==> src/verilog/msr_settings.svh <==
// Machine status register settings
// Architectural widths, PSR bit map and special register addresses
`ifndef MSR_SETTINGS_SVH
`define MSR_SETTINGS_SVH

// ============================================================
// Widths
// ============================================================
`define MSR_DW            32   // Data and address word
`define MSR_PSR_DW        10   // Packed PSR, unused bits read 0

// PSR bit positions
`define MSR_PSR_CC_BIT    0    // Condition flag
`define MSR_PSR_RM_BIT    3    // Root (privileged) mode
`define MSR_PSR_IRE_BIT   4    // Interrupt enable
`define MSR_PSR_IMME_BIT  5    // Instruction MMU enable
`define MSR_PSR_DMME_BIT  6    // Data MMU enable

// Special register addresses
`define MSR_ADDR_W        2
`define MSR_ADDR_PSR      0
`define MSR_ADDR_EPSR     1
`define MSR_ADDR_EPC      2
`define MSR_ADDR_ELSA     3

`endif
==> src/verilog/msr_pkg.sv <==
// MSR package
// Shared vector types and the handler mode FSM encoding

`include "msr_settings.svh"

package msr_pkg;

   // ============================================================
   // Vector types
   // ============================================================

   // Data word, also used for PCs and load/store addresses
   typedef logic [`MSR_DW-1:0]     data_t;

   // Packed PSR as seen by software
   typedef logic [`MSR_PSR_DW-1:0] psr_t;

   // Special register select
   typedef logic [`MSR_ADDR_W-1:0] msr_addr_t;

   // Handler mode FSM
   typedef enum logic {
      EXC_USER    = 1'b0,   // Normal execution
      EXC_HANDLER = 1'b1    // Inside syscall handler
   } exc_state_t;

endpackage

==> src/verilog/msr_if.sv <==
// MSR write and read bundles
// Write side carries next value and enable per register, read side the bypassed values
`timescale 1ns/1ps

`include "msr_settings.svh"

// ============================================================
// Write bundle
// ============================================================
interface msr_wr_if import msr_pkg::*; ();
   logic  cc_nxt,   cc_we;     // PSR condition flag
   logic  rm_nxt,   rm_we;     // PSR root mode
   logic  ire_nxt,  ire_we;    // PSR interrupt enable
   logic  imme_nxt, imme_we;   // PSR IMMU enable
   logic  dmme_nxt, dmme_we;   // PSR DMMU enable
   psr_t  epsr_nxt;            // Whole register writes
   logic  epsr_we;
   data_t epc_nxt;
   logic  epc_we;
   data_t elsa_nxt;
   logic  elsa_we;
   logic  syscall_ent;         // Force handler entry flags

   modport src (output cc_nxt, cc_we, rm_nxt, rm_we, ire_nxt, ire_we,
                       imme_nxt, imme_we, dmme_nxt, dmme_we,
                       epsr_nxt, epsr_we, epc_nxt, epc_we, elsa_nxt, elsa_we,
                       syscall_ent);
   modport dst (input  cc_nxt, cc_we, rm_nxt, rm_we, ire_nxt, ire_we,
                       imme_nxt, imme_we, dmme_nxt, dmme_we,
                       epsr_nxt, epsr_we, epc_nxt, epc_we, elsa_nxt, elsa_we,
                       syscall_ent);
endinterface

// ============================================================
// Read bundle
// ============================================================
interface msr_rd_if import msr_pkg::*; ();
   psr_t  psr;    // Packed, includes same cycle writes
   psr_t  epsr;
   data_t epc;
   data_t elsa;

   modport src (output psr, epsr, epc, elsa);
   modport dst (input  psr, epsr, epc, elsa);
endinterface

==> src/verilog/msr_top.sv <==
// MSR subsystem top
// Connects access port, exception logic and register file behind plain ports
`timescale 1ns/1ps

`include "msr_settings.svh"

module msr_top import msr_pkg::*; (
   input  logic      clk,
   input  logic      rst_n,
   // Core access port
   input  logic      msr_we,
   input  msr_addr_t msr_addr,
   input  data_t     msr_wdat,
   output data_t     msr_rdat,
   // ALU flag
   input  logic      alu_cc_we,
   input  logic      alu_cc,
   // Exceptions
   input  logic      syscall,
   input  logic      eret,
   input  data_t     epc_in,
   input  data_t     lsa_in,
   // Status to the core
   output psr_t      psr,
   output data_t     epc,
   output logic      handler_mode
);

   // ============================================================
   // Bundles
   // ============================================================
   msr_wr_if sw_wr ();    // Decoded software writes
   msr_wr_if psr_wr ();   // After exception overrides
   msr_rd_if rd ();       // Bypassed register values

   msr_access u_access (
      .msr_we, .msr_addr, .msr_wdat, .msr_rdat,
      .alu_cc_we, .alu_cc,
      .sw_wr (sw_wr.src),
      .rd    (rd.dst)
   );

   exc_entry u_exc (
      .clk, .rst_n, .syscall, .eret, .epc_in, .lsa_in, .handler_mode,
      .sw_wr  (sw_wr.dst),
      .rd     (rd.dst),
      .psr_wr (psr_wr.src)
   );

   msr_psr u_psr (
      .clk, .rst_n,
      .wr (psr_wr.dst),
      .rd (rd.src)
   );

   assign psr = rd.psr;   // Same cycle view
   assign epc = rd.epc;

endmodule

==> src/verilog/exc_entry.sv <==
// Exception entry and return
// Handler mode FSM, overrides software writes with the syscall save and eret restore
`timescale 1ns/1ps

`include "msr_settings.svh"

module exc_entry import msr_pkg::*; (
   input  logic  clk,
   input  logic  rst_n,
   input  logic  syscall,        // Entry pulse
   input  logic  eret,           // Return pulse
   input  data_t epc_in,         // Return PC to save
   input  data_t lsa_in,         // Load/store address to save
   output logic  handler_mode,
   msr_wr_if.dst sw_wr,          // Software writes
   msr_rd_if.dst rd,             // Bypassed register values
   msr_wr_if.src psr_wr          // Merged writes to register file
);

   // PSR after reset, matches register file reset values
   localparam psr_t PSR_RST = psr_t'((1 << `MSR_PSR_RM_BIT) | (1 << `MSR_PSR_IRE_BIT) |
                                     (1 << `MSR_PSR_IMME_BIT) | (1 << `MSR_PSR_DMME_BIT));

   exc_state_t state;
   logic       eret_ok;    // Eret accepted this cycle
   psr_t       psr_prev;   // PSR as stored before this cycle

   // Syscall wins over eret, eret ignored in user mode
   assign eret_ok      = eret & ~syscall & (state == EXC_HANDLER);
   assign handler_mode = (state == EXC_HANDLER);

   // ============================================================
   // Handler FSM and PSR snapshot
   // ============================================================
   always_ff @(posedge clk or negedge rst_n) begin
      if (!rst_n) begin
         state    <= EXC_USER;
         psr_prev <= PSR_RST;
      end else begin
         psr_prev <= rd.psr;                             // Equals stored PSR next cycle
         if (syscall)      state <= EXC_HANDLER;
         else if (eret_ok) state <= EXC_USER;
      end
   end

   // ============================================================
   // Write merge
   // ============================================================
   // Eret restores all five fields from EPSR
   assign psr_wr.cc_we    = sw_wr.cc_we | eret_ok;
   assign psr_wr.cc_nxt   = eret_ok ? rd.epsr[`MSR_PSR_CC_BIT] : sw_wr.cc_nxt;
   assign psr_wr.rm_we    = sw_wr.rm_we | eret_ok;
   assign psr_wr.rm_nxt   = eret_ok ? rd.epsr[`MSR_PSR_RM_BIT] : sw_wr.rm_nxt;
   assign psr_wr.ire_we   = sw_wr.ire_we | eret_ok;
   assign psr_wr.ire_nxt  = eret_ok ? rd.epsr[`MSR_PSR_IRE_BIT] : sw_wr.ire_nxt;
   assign psr_wr.imme_we  = sw_wr.imme_we | eret_ok;
   assign psr_wr.imme_nxt = eret_ok ? rd.epsr[`MSR_PSR_IMME_BIT] : sw_wr.imme_nxt;
   assign psr_wr.dmme_we  = sw_wr.dmme_we | eret_ok;
   assign psr_wr.dmme_nxt = eret_ok ? rd.epsr[`MSR_PSR_DMME_BIT] : sw_wr.dmme_nxt;

   // Syscall saves context, software writes to these are lost
   assign psr_wr.epsr_we  = sw_wr.epsr_we | syscall;
   assign psr_wr.epsr_nxt = syscall ? psr_prev : sw_wr.epsr_nxt;
   assign psr_wr.epc_we   = sw_wr.epc_we | syscall;
   assign psr_wr.epc_nxt  = syscall ? epc_in : sw_wr.epc_nxt;
   assign psr_wr.elsa_we  = sw_wr.elsa_we | syscall;
   assign psr_wr.elsa_nxt = syscall ? lsa_in : sw_wr.elsa_nxt;

   assign psr_wr.syscall_ent = syscall | sw_wr.syscall_ent;   // Flag forcing in reg file

endmodule

==> src/verilog/msr_access.sv <==
// MSR access port
// Decodes core writes by address, merges the ALU flag write and muxes reads
`timescale 1ns/1ps

`include "msr_settings.svh"

module msr_access import msr_pkg::*; (
   input  logic      msr_we,      // Software write strobe
   input  msr_addr_t msr_addr,    // Register select, read and write
   input  data_t     msr_wdat,
   output data_t     msr_rdat,
   input  logic      alu_cc_we,   // Flag update from ALU
   input  logic      alu_cc,
   msr_wr_if.src     sw_wr,       // Decoded software writes
   msr_rd_if.dst     rd           // Bypassed values for readback
);

   logic wr_psr;
   logic wr_epsr;
   logic wr_epc;
   logic wr_elsa;

   // ============================================================
   // Address decode
   // ============================================================
   assign wr_psr  = msr_we & (msr_addr == msr_addr_t'(`MSR_ADDR_PSR));
   assign wr_epsr = msr_we & (msr_addr == msr_addr_t'(`MSR_ADDR_EPSR));
   assign wr_epc  = msr_we & (msr_addr == msr_addr_t'(`MSR_ADDR_EPC));
   assign wr_elsa = msr_we & (msr_addr == msr_addr_t'(`MSR_ADDR_ELSA));

   // Condition flag, software write beats ALU
   assign sw_wr.cc_we  = wr_psr | alu_cc_we;
   assign sw_wr.cc_nxt = wr_psr ? msr_wdat[`MSR_PSR_CC_BIT] : alu_cc;

   // Remaining PSR fields only from software
   assign sw_wr.rm_we    = wr_psr;
   assign sw_wr.rm_nxt   = msr_wdat[`MSR_PSR_RM_BIT];
   assign sw_wr.ire_we   = wr_psr;
   assign sw_wr.ire_nxt  = msr_wdat[`MSR_PSR_IRE_BIT];
   assign sw_wr.imme_we  = wr_psr;
   assign sw_wr.imme_nxt = msr_wdat[`MSR_PSR_IMME_BIT];
   assign sw_wr.dmme_we  = wr_psr;
   assign sw_wr.dmme_nxt = msr_wdat[`MSR_PSR_DMME_BIT];

   // Whole register writes
   assign sw_wr.epsr_we  = wr_epsr;
   assign sw_wr.epsr_nxt = msr_wdat[`MSR_PSR_DW-1:0];   // Upper bits dropped
   assign sw_wr.epc_we   = wr_epc;
   assign sw_wr.epc_nxt  = msr_wdat;
   assign sw_wr.elsa_we  = wr_elsa;
   assign sw_wr.elsa_nxt = msr_wdat;

   assign sw_wr.syscall_ent = 1'b0;   // Entry only from exception logic

   // ============================================================
   // Read mux
   // ============================================================
   always_comb begin
      case (msr_addr)
         msr_addr_t'(`MSR_ADDR_PSR):  msr_rdat = data_t'(rd.psr);    // Zero extend
         msr_addr_t'(`MSR_ADDR_EPSR): msr_rdat = data_t'(rd.epsr);
         msr_addr_t'(`MSR_ADDR_EPC):  msr_rdat = rd.epc;
         msr_addr_t'(`MSR_ADDR_ELSA): msr_rdat = rd.elsa;
         default:                     msr_rdat = '0;
      endcase
   end

endmodule

==> src/verilog/msr_psr.sv <==
// Status register file
// PSR flags, EPSR, EPC and ELSA as load-enable flops with same-cycle write bypass
`timescale 1ns/1ps

`include "msr_settings.svh"

module msr_psr import msr_pkg::*; (
   input  logic  clk,
   input  logic  rst_n,
   msr_wr_if.dst wr,    // Merged writes from exception logic
   msr_rd_if.src rd     // Bypassed register values
);

   // Flag vector order is {dmme, imme, ire, rm, cc}
   localparam int             FLAG_N   = 5;
   localparam logic [FLAG_N-1:0] FLAG_RST = 5'b11110;   // cc clear, rest set

   logic [FLAG_N-1:0] flag_we;    // Effective load enables
   logic [FLAG_N-1:0] flag_nxt;   // Effective next values
   logic [FLAG_N-1:0] flag_q;     // Stored flags
   logic [FLAG_N-1:0] flag_d;     // Bypassed flags
   psr_t              epsr_q;
   psr_t              epsr_d;
   data_t             epc_q;
   data_t             epc_d;
   data_t             elsa_q;
   data_t             elsa_d;
   psr_t              psr_pk;

   // ============================================================
   // Syscall forcing
   // ============================================================
   // Entry loads rm/ire/imme/dmme regardless of their own enables
   assign flag_we = {wr.dmme_we | wr.syscall_ent,
                     wr.imme_we | wr.syscall_ent,
                     wr.ire_we  | wr.syscall_ent,
                     wr.rm_we   | wr.syscall_ent,
                     wr.cc_we};                     // cc untouched by entry

   // Root mode set, interrupts and both MMUs off
   assign flag_nxt = {wr.dmme_nxt & ~wr.syscall_ent,
                      wr.imme_nxt & ~wr.syscall_ent,
                      wr.ire_nxt  & ~wr.syscall_ent,
                      wr.rm_nxt   |  wr.syscall_ent,
                      wr.cc_nxt};

   // ============================================================
   // Bypass, the value shown is also the value stored
   // ============================================================
   assign flag_d = (flag_we & flag_nxt) | (~flag_we & flag_q);   // Per bit select
   assign epsr_d = wr.epsr_we ? wr.epsr_nxt : epsr_q;
   assign epc_d  = wr.epc_we  ? wr.epc_nxt  : epc_q;
   assign elsa_d = wr.elsa_we ? wr.elsa_nxt : elsa_q;

   // Registers
   always_ff @(posedge clk or negedge rst_n) begin
      if (!rst_n) begin
         flag_q <= FLAG_RST;
         epsr_q <= '0;
         epc_q  <= '0;
         elsa_q <= '0;
      end else begin
         flag_q <= flag_d;    // Holds when no enable
         epsr_q <= epsr_d;
         epc_q  <= epc_d;
         elsa_q <= elsa_d;
      end
   end

   // ============================================================
   // PSR packing
   // ============================================================
   always_comb begin
      psr_pk                      = '0;          // Reserved bits read 0
      psr_pk[`MSR_PSR_CC_BIT]     = flag_d[0];
      psr_pk[`MSR_PSR_RM_BIT]     = flag_d[1];
      psr_pk[`MSR_PSR_IRE_BIT]    = flag_d[2];
      psr_pk[`MSR_PSR_IMME_BIT]   = flag_d[3];
      psr_pk[`MSR_PSR_DMME_BIT]   = flag_d[4];
   end

   assign rd.psr  = psr_pk;
   assign rd.epsr = epsr_d;
   assign rd.epc  = epc_d;
   assign rd.elsa = elsa_d;

endmodule

==> config.mk <==
export PLATFORM = sky130hd
export DESIGN_NAME = msr_top
export DESIGN_NICKNAME = d
export VERILOG_FILES = /design/src/verilog/msr_pkg.sv /design/src/verilog/msr_if.sv /design/src/verilog/msr_top.sv /design/src/verilog/exc_entry.sv /design/src/verilog/msr_access.sv /design/src/verilog/msr_psr.sv
export VERILOG_INCLUDE_DIRS = /design/src /design/src/verilog
export SDC_FILE = /design/constraint.sdc
export NUM_CORES = 1
export LEC_CHECK = 0
export BUFFER_PORTS_ARGS = -buffer_cell sky130_fd_sc_hd__buf_4
export CORE_ASPECT_RATIO = 0.8
export CORE_UTILIZATION = 54
export CTS_BUF_LIST = sky130_fd_sc_hd__clkbuf_4
export CTS_CLUSTER_DIAMETER = 200
export DETAILED_ROUTE_END_ITERATION = 16
export PLACE_DENSITY = 0.94
export SYNTH_ARGS = -nofsm -noshare
export SYNTH_HDL_FRONTEND = slang
export SYNTH_SLANG_ARGS = --single-unit
==> constraint.sdc <==
create_clock -name clk -period 6.7 [get_ports clk]
set_input_delay 1.34 -clock clk [delete_from_list [all_inputs] [get_ports clk]]
set_output_delay 1.34 -clock clk [all_outputs]
set_load 0.01 [all_outputs]
==> results.txt <==
- STA classifies the critical path startpoint as a primary input.
- Layout net count: 732
* Hold violation count in the final report: 0
- After detailed routing, the number of remaining DRC violations is 0.
- Relative max-transition margin: 0.2709
- Synthesis-to-finish area growth: 31.98%
- Initial antenna violation count: 0
* CTS tree: yes
- Count of antenna-violating nets left after detailed routing: 0
- 0 antenna diodes ended up in the layout.
- Across the run, the number of max-cap violations was 0.
* Global-route wire length before repair: 22070 um
- Die ar.: 0.008725 mm2
- Setup repair after global routing left no endpoint under its margin.
- In this run the worst path has a maximum fanout of 23.
* Register area: 0.002007 mm2
- Detailed-route via count: ~4400
* Placer's final routability congestion estimate: 0.9296
* Commonest cells after routing, fill and taps aside: buf_4 (179), dfrtp_1 (76), nand2_1 (68)
* Maximum count of clock buffers along a single path: 2
* Row Count: 29
- Layout cells sized above 1: 0.3528
* Global-route usage over all layers: 0.3231
* Max Clk Rate: 0.1963 GHz
- Setup slack closes at between 1500 and 2000 ps.
* First DRT Iteration DRCs: between 400 and 500
- Clock-pin transition on the worst setup and hold timing paths: 120 ps
- Largest net degree at the start of global routing: just over 80
- The via count of the first global-routing pass is ~4300.
- Class of the most critical hold timing path: reg2reg
- Pre-antenna DRT Iters: 5
- OpenSTA, run right after detailed placement, puts the worst setup slack at 1599 ps.
- After synthesis the netlist holds a flip-flop and latch count of 80.
- Number of clock sinks: 80
- Crit share post-route: 0.7602
- Cts-stage hold buffer count: 0
- Core region area: 0.008019 mm2
* Worst hold-check slack: about 500 ps
- Using the TritonRoute via totals, the vias-per-cell ratio works out to 6.008.
* Static Leakage: 2.822 nW
* Type of the setup path with the least slack: in2out
* Quantity of I/O buffers inserted on ports: between 150 and 200
- VDD sags by at most 0.0001041 V.
* Max Transition Viols Final: 0
* Post-detail-place hpwl: 9884 um
- After layout, the design draws a total of 1.220 mW.
* Total grt overflow: 0
- Share of synthesized area occupied by flip-flops and latches: 0.4449
- Measured along the y axis, the die boundary spans ~84 um.
- Root Buffer: clkbuf_4
- WL/cell: around 19 um
- Result of the run: complete, no violations
- In this run, post-CTS repair resized a total of 0 instances.
* Initial standard-cell utilization of the core: 0.5625
- Post-layout utilization of the core: 0.7424
* Mean instance size in the synthesized netlist: 9.496 um2
- Final setup vio count: 0
* Power density normalized to cell area: 204.9 mW/mm2
* Max H-tree Level: 3
- Data on the critical path is required at its endpoint by 5360 ps.
- Placed Instance Area: 0.005811 mm2
- Endpoint type of the worst setup path: output port
* Combined area of the multi-input logic cells: ~0.0023 mm2
- For the pin with the worst max-slew slack, the measured transition is ~1100 ps.
- For the worst setup path, the data arrival time is 3750 ps.
* Cell area after layout: 0.005953 mm2
* Netlist cell types: 52
- Clock buffers created by TritonCTS: 9
- For the final routed database, the setup TNS stands at 0 ps.
- In the synthesized netlist the async set-or-reset flop fraction comes to 1.000.
- Overall routed net length: around 14000 um
- The library cell used most frequently in the layout, excluding fill and tap cells, is buf_4.
* Count of placed standard cells in the final layout, fillers left out: 740
- Post-CTS Setup Repair Bufs: 0
- Counting every instance in the synthesized netlist gives approximately 480.
- Chip width: 104.2 um
* FILL cells: 578
- Number of placed cells counting well taps: 724
* Number of top-level design ports: 180
- At the later pin of the worst-skew pair, clock insertion delay measures roughly 430 ps.
* Time the worst path needs with I/O delays and setup: around 5100 ps
- For this run, the number of Yosys warnings is 0.
- In this run the cell area of the synthesized design comes to 0.004511 mm2.
- In this run, synthesis inferred 0 flip-flops with an integrated enable.
* Synth Flop Type: dfrtp_1
- On the final layout, the worst clock skew is 9.521 ps.
## per-layer routing
| metal | part of all wire | track usage | vias to the layer above |
|---|---|---|---|
| met3 | 0.085 | 0.08665 | 18 |
| met5 | 0 | 0 | - |
| met4 | 0.014 | 0.06883 | 0 |
| li1 | - | - | 2035 |
| met2 | 0.48 | 0.5364 | 255 |
| met1 | 0.42 | 0.4261 | 2138 |
## worst max-delay path, stage by stage
cell     delay [ps]
buf_4           260
nand2_1         110
o21ai_2         680
nand2_1         550
o221a_1         420
a22o_1          230
buf_4           140
## synth_stat cells, types with 2 or more instances
| master | number | area (um2) |
|---|---|---|
| and2_1 | 5 | 31.28 |
| a21oi_1 | 39 | 195.2 |
| a22o_1 | 17 | 148.9 |
| dfstp_2 | 4 | 105.1 |
| a21boi_1 | 7 | 52.55 |
| a211o_1 | 9 | 78.83 |
| mux2_2 | 4 | 45.04 |
| o221a_2 | 12 | 135.1 |
| inv_1 | 4 | 15.01 |
| o21ai_1 | 24 | 120.1 |
| mux2i_1 | 34 | 340.3 |
| o211ai_1 | 2 | 15.01 |
| a211oi_1 | 3 | 22.52 |
| buf_4 | 9 | 67.56 |
| a31oi_1 | 3 | 18.77 |
| a21o_1 | 2 | 15.01 |
| a31oi_2 | 2 | 25.02 |
| nor2b_1 | 12 | 75.07 |
| o21ai_0 | 18 | 90.09 |
| clkbuf_1 | 14 | 52.55 |
| nor2_1 | 20 | 75.07 |
| buf_2 | 18 | 90.09 |
| a221o_1 | 6 | 60.06 |
| nand2_1 | 68 | 255.2 |
| nand2b_1 | 14 | 87.58 |
| o221a_1 | 10 | 112.6 |
| nand3_1 | 2 | 10.01 |
| nor3_1 | 4 | 20.02 |
| dfrtp_1 | 76 | 1902 |
| or3_1 | 11 | 68.82 |
## final cells by class
type                            instances  area share
Multi-Input combinational cell        352      0.3873
Sequential cell                        80      0.3371
Timing Repair Buffer                  179      0.2257
Tap cell                              108     0.02270
Clock buffer                           10     0.01261
Clock inverter                          6     0.01135
Inverter                                5    0.003153
## cells by family after synthesis
logic type / share of synthesized area
AND/OR/NAND/NOR: 0.1528
buffers and inverters: 0.05159
flip-flops: 0.4449
other: 0.0008314
multiplexers: 0.08793
XOR/XNOR: 0.001942
AO/OA/AOI/OAI: 0.2599
## power by group
part / switching [mW] / internal, mW
registers: 0.0208 / 0.536
logic: 0.191 / 0.174
clock network: 0.178 / 0.119
## worst paths after layout
path	start	cells after the start	slack [ps]	end
max	msr_we	7	1610	msr_rdat[22]
max in group asynchronous	rst_n	1	4990	u_psr.elsa_q[6]
min	u_psr.elsa_q[4]	2	510	u_psr.elsa_q[4]
min reg2reg	u_psr.elsa_q[4]	2	510	u_psr.elsa_q[4]
min in group asynchronous	rst_n	1	1070	u_exc.handler_mode
max reg2reg	u_exc.handler_mode	4	5050	u_exc.psr_prev[5]
## state kept, by name, indices dropped and copies added (netlist names)
signal / count
u_exc.handler_mode: 1
u_psr.epsr_q: 10
u_exc.psr_prev: 5
u_psr.epc_q: 32
u_psr.elsa_q: 32
No activity file was read; power rests on OpenSTA's default activity.
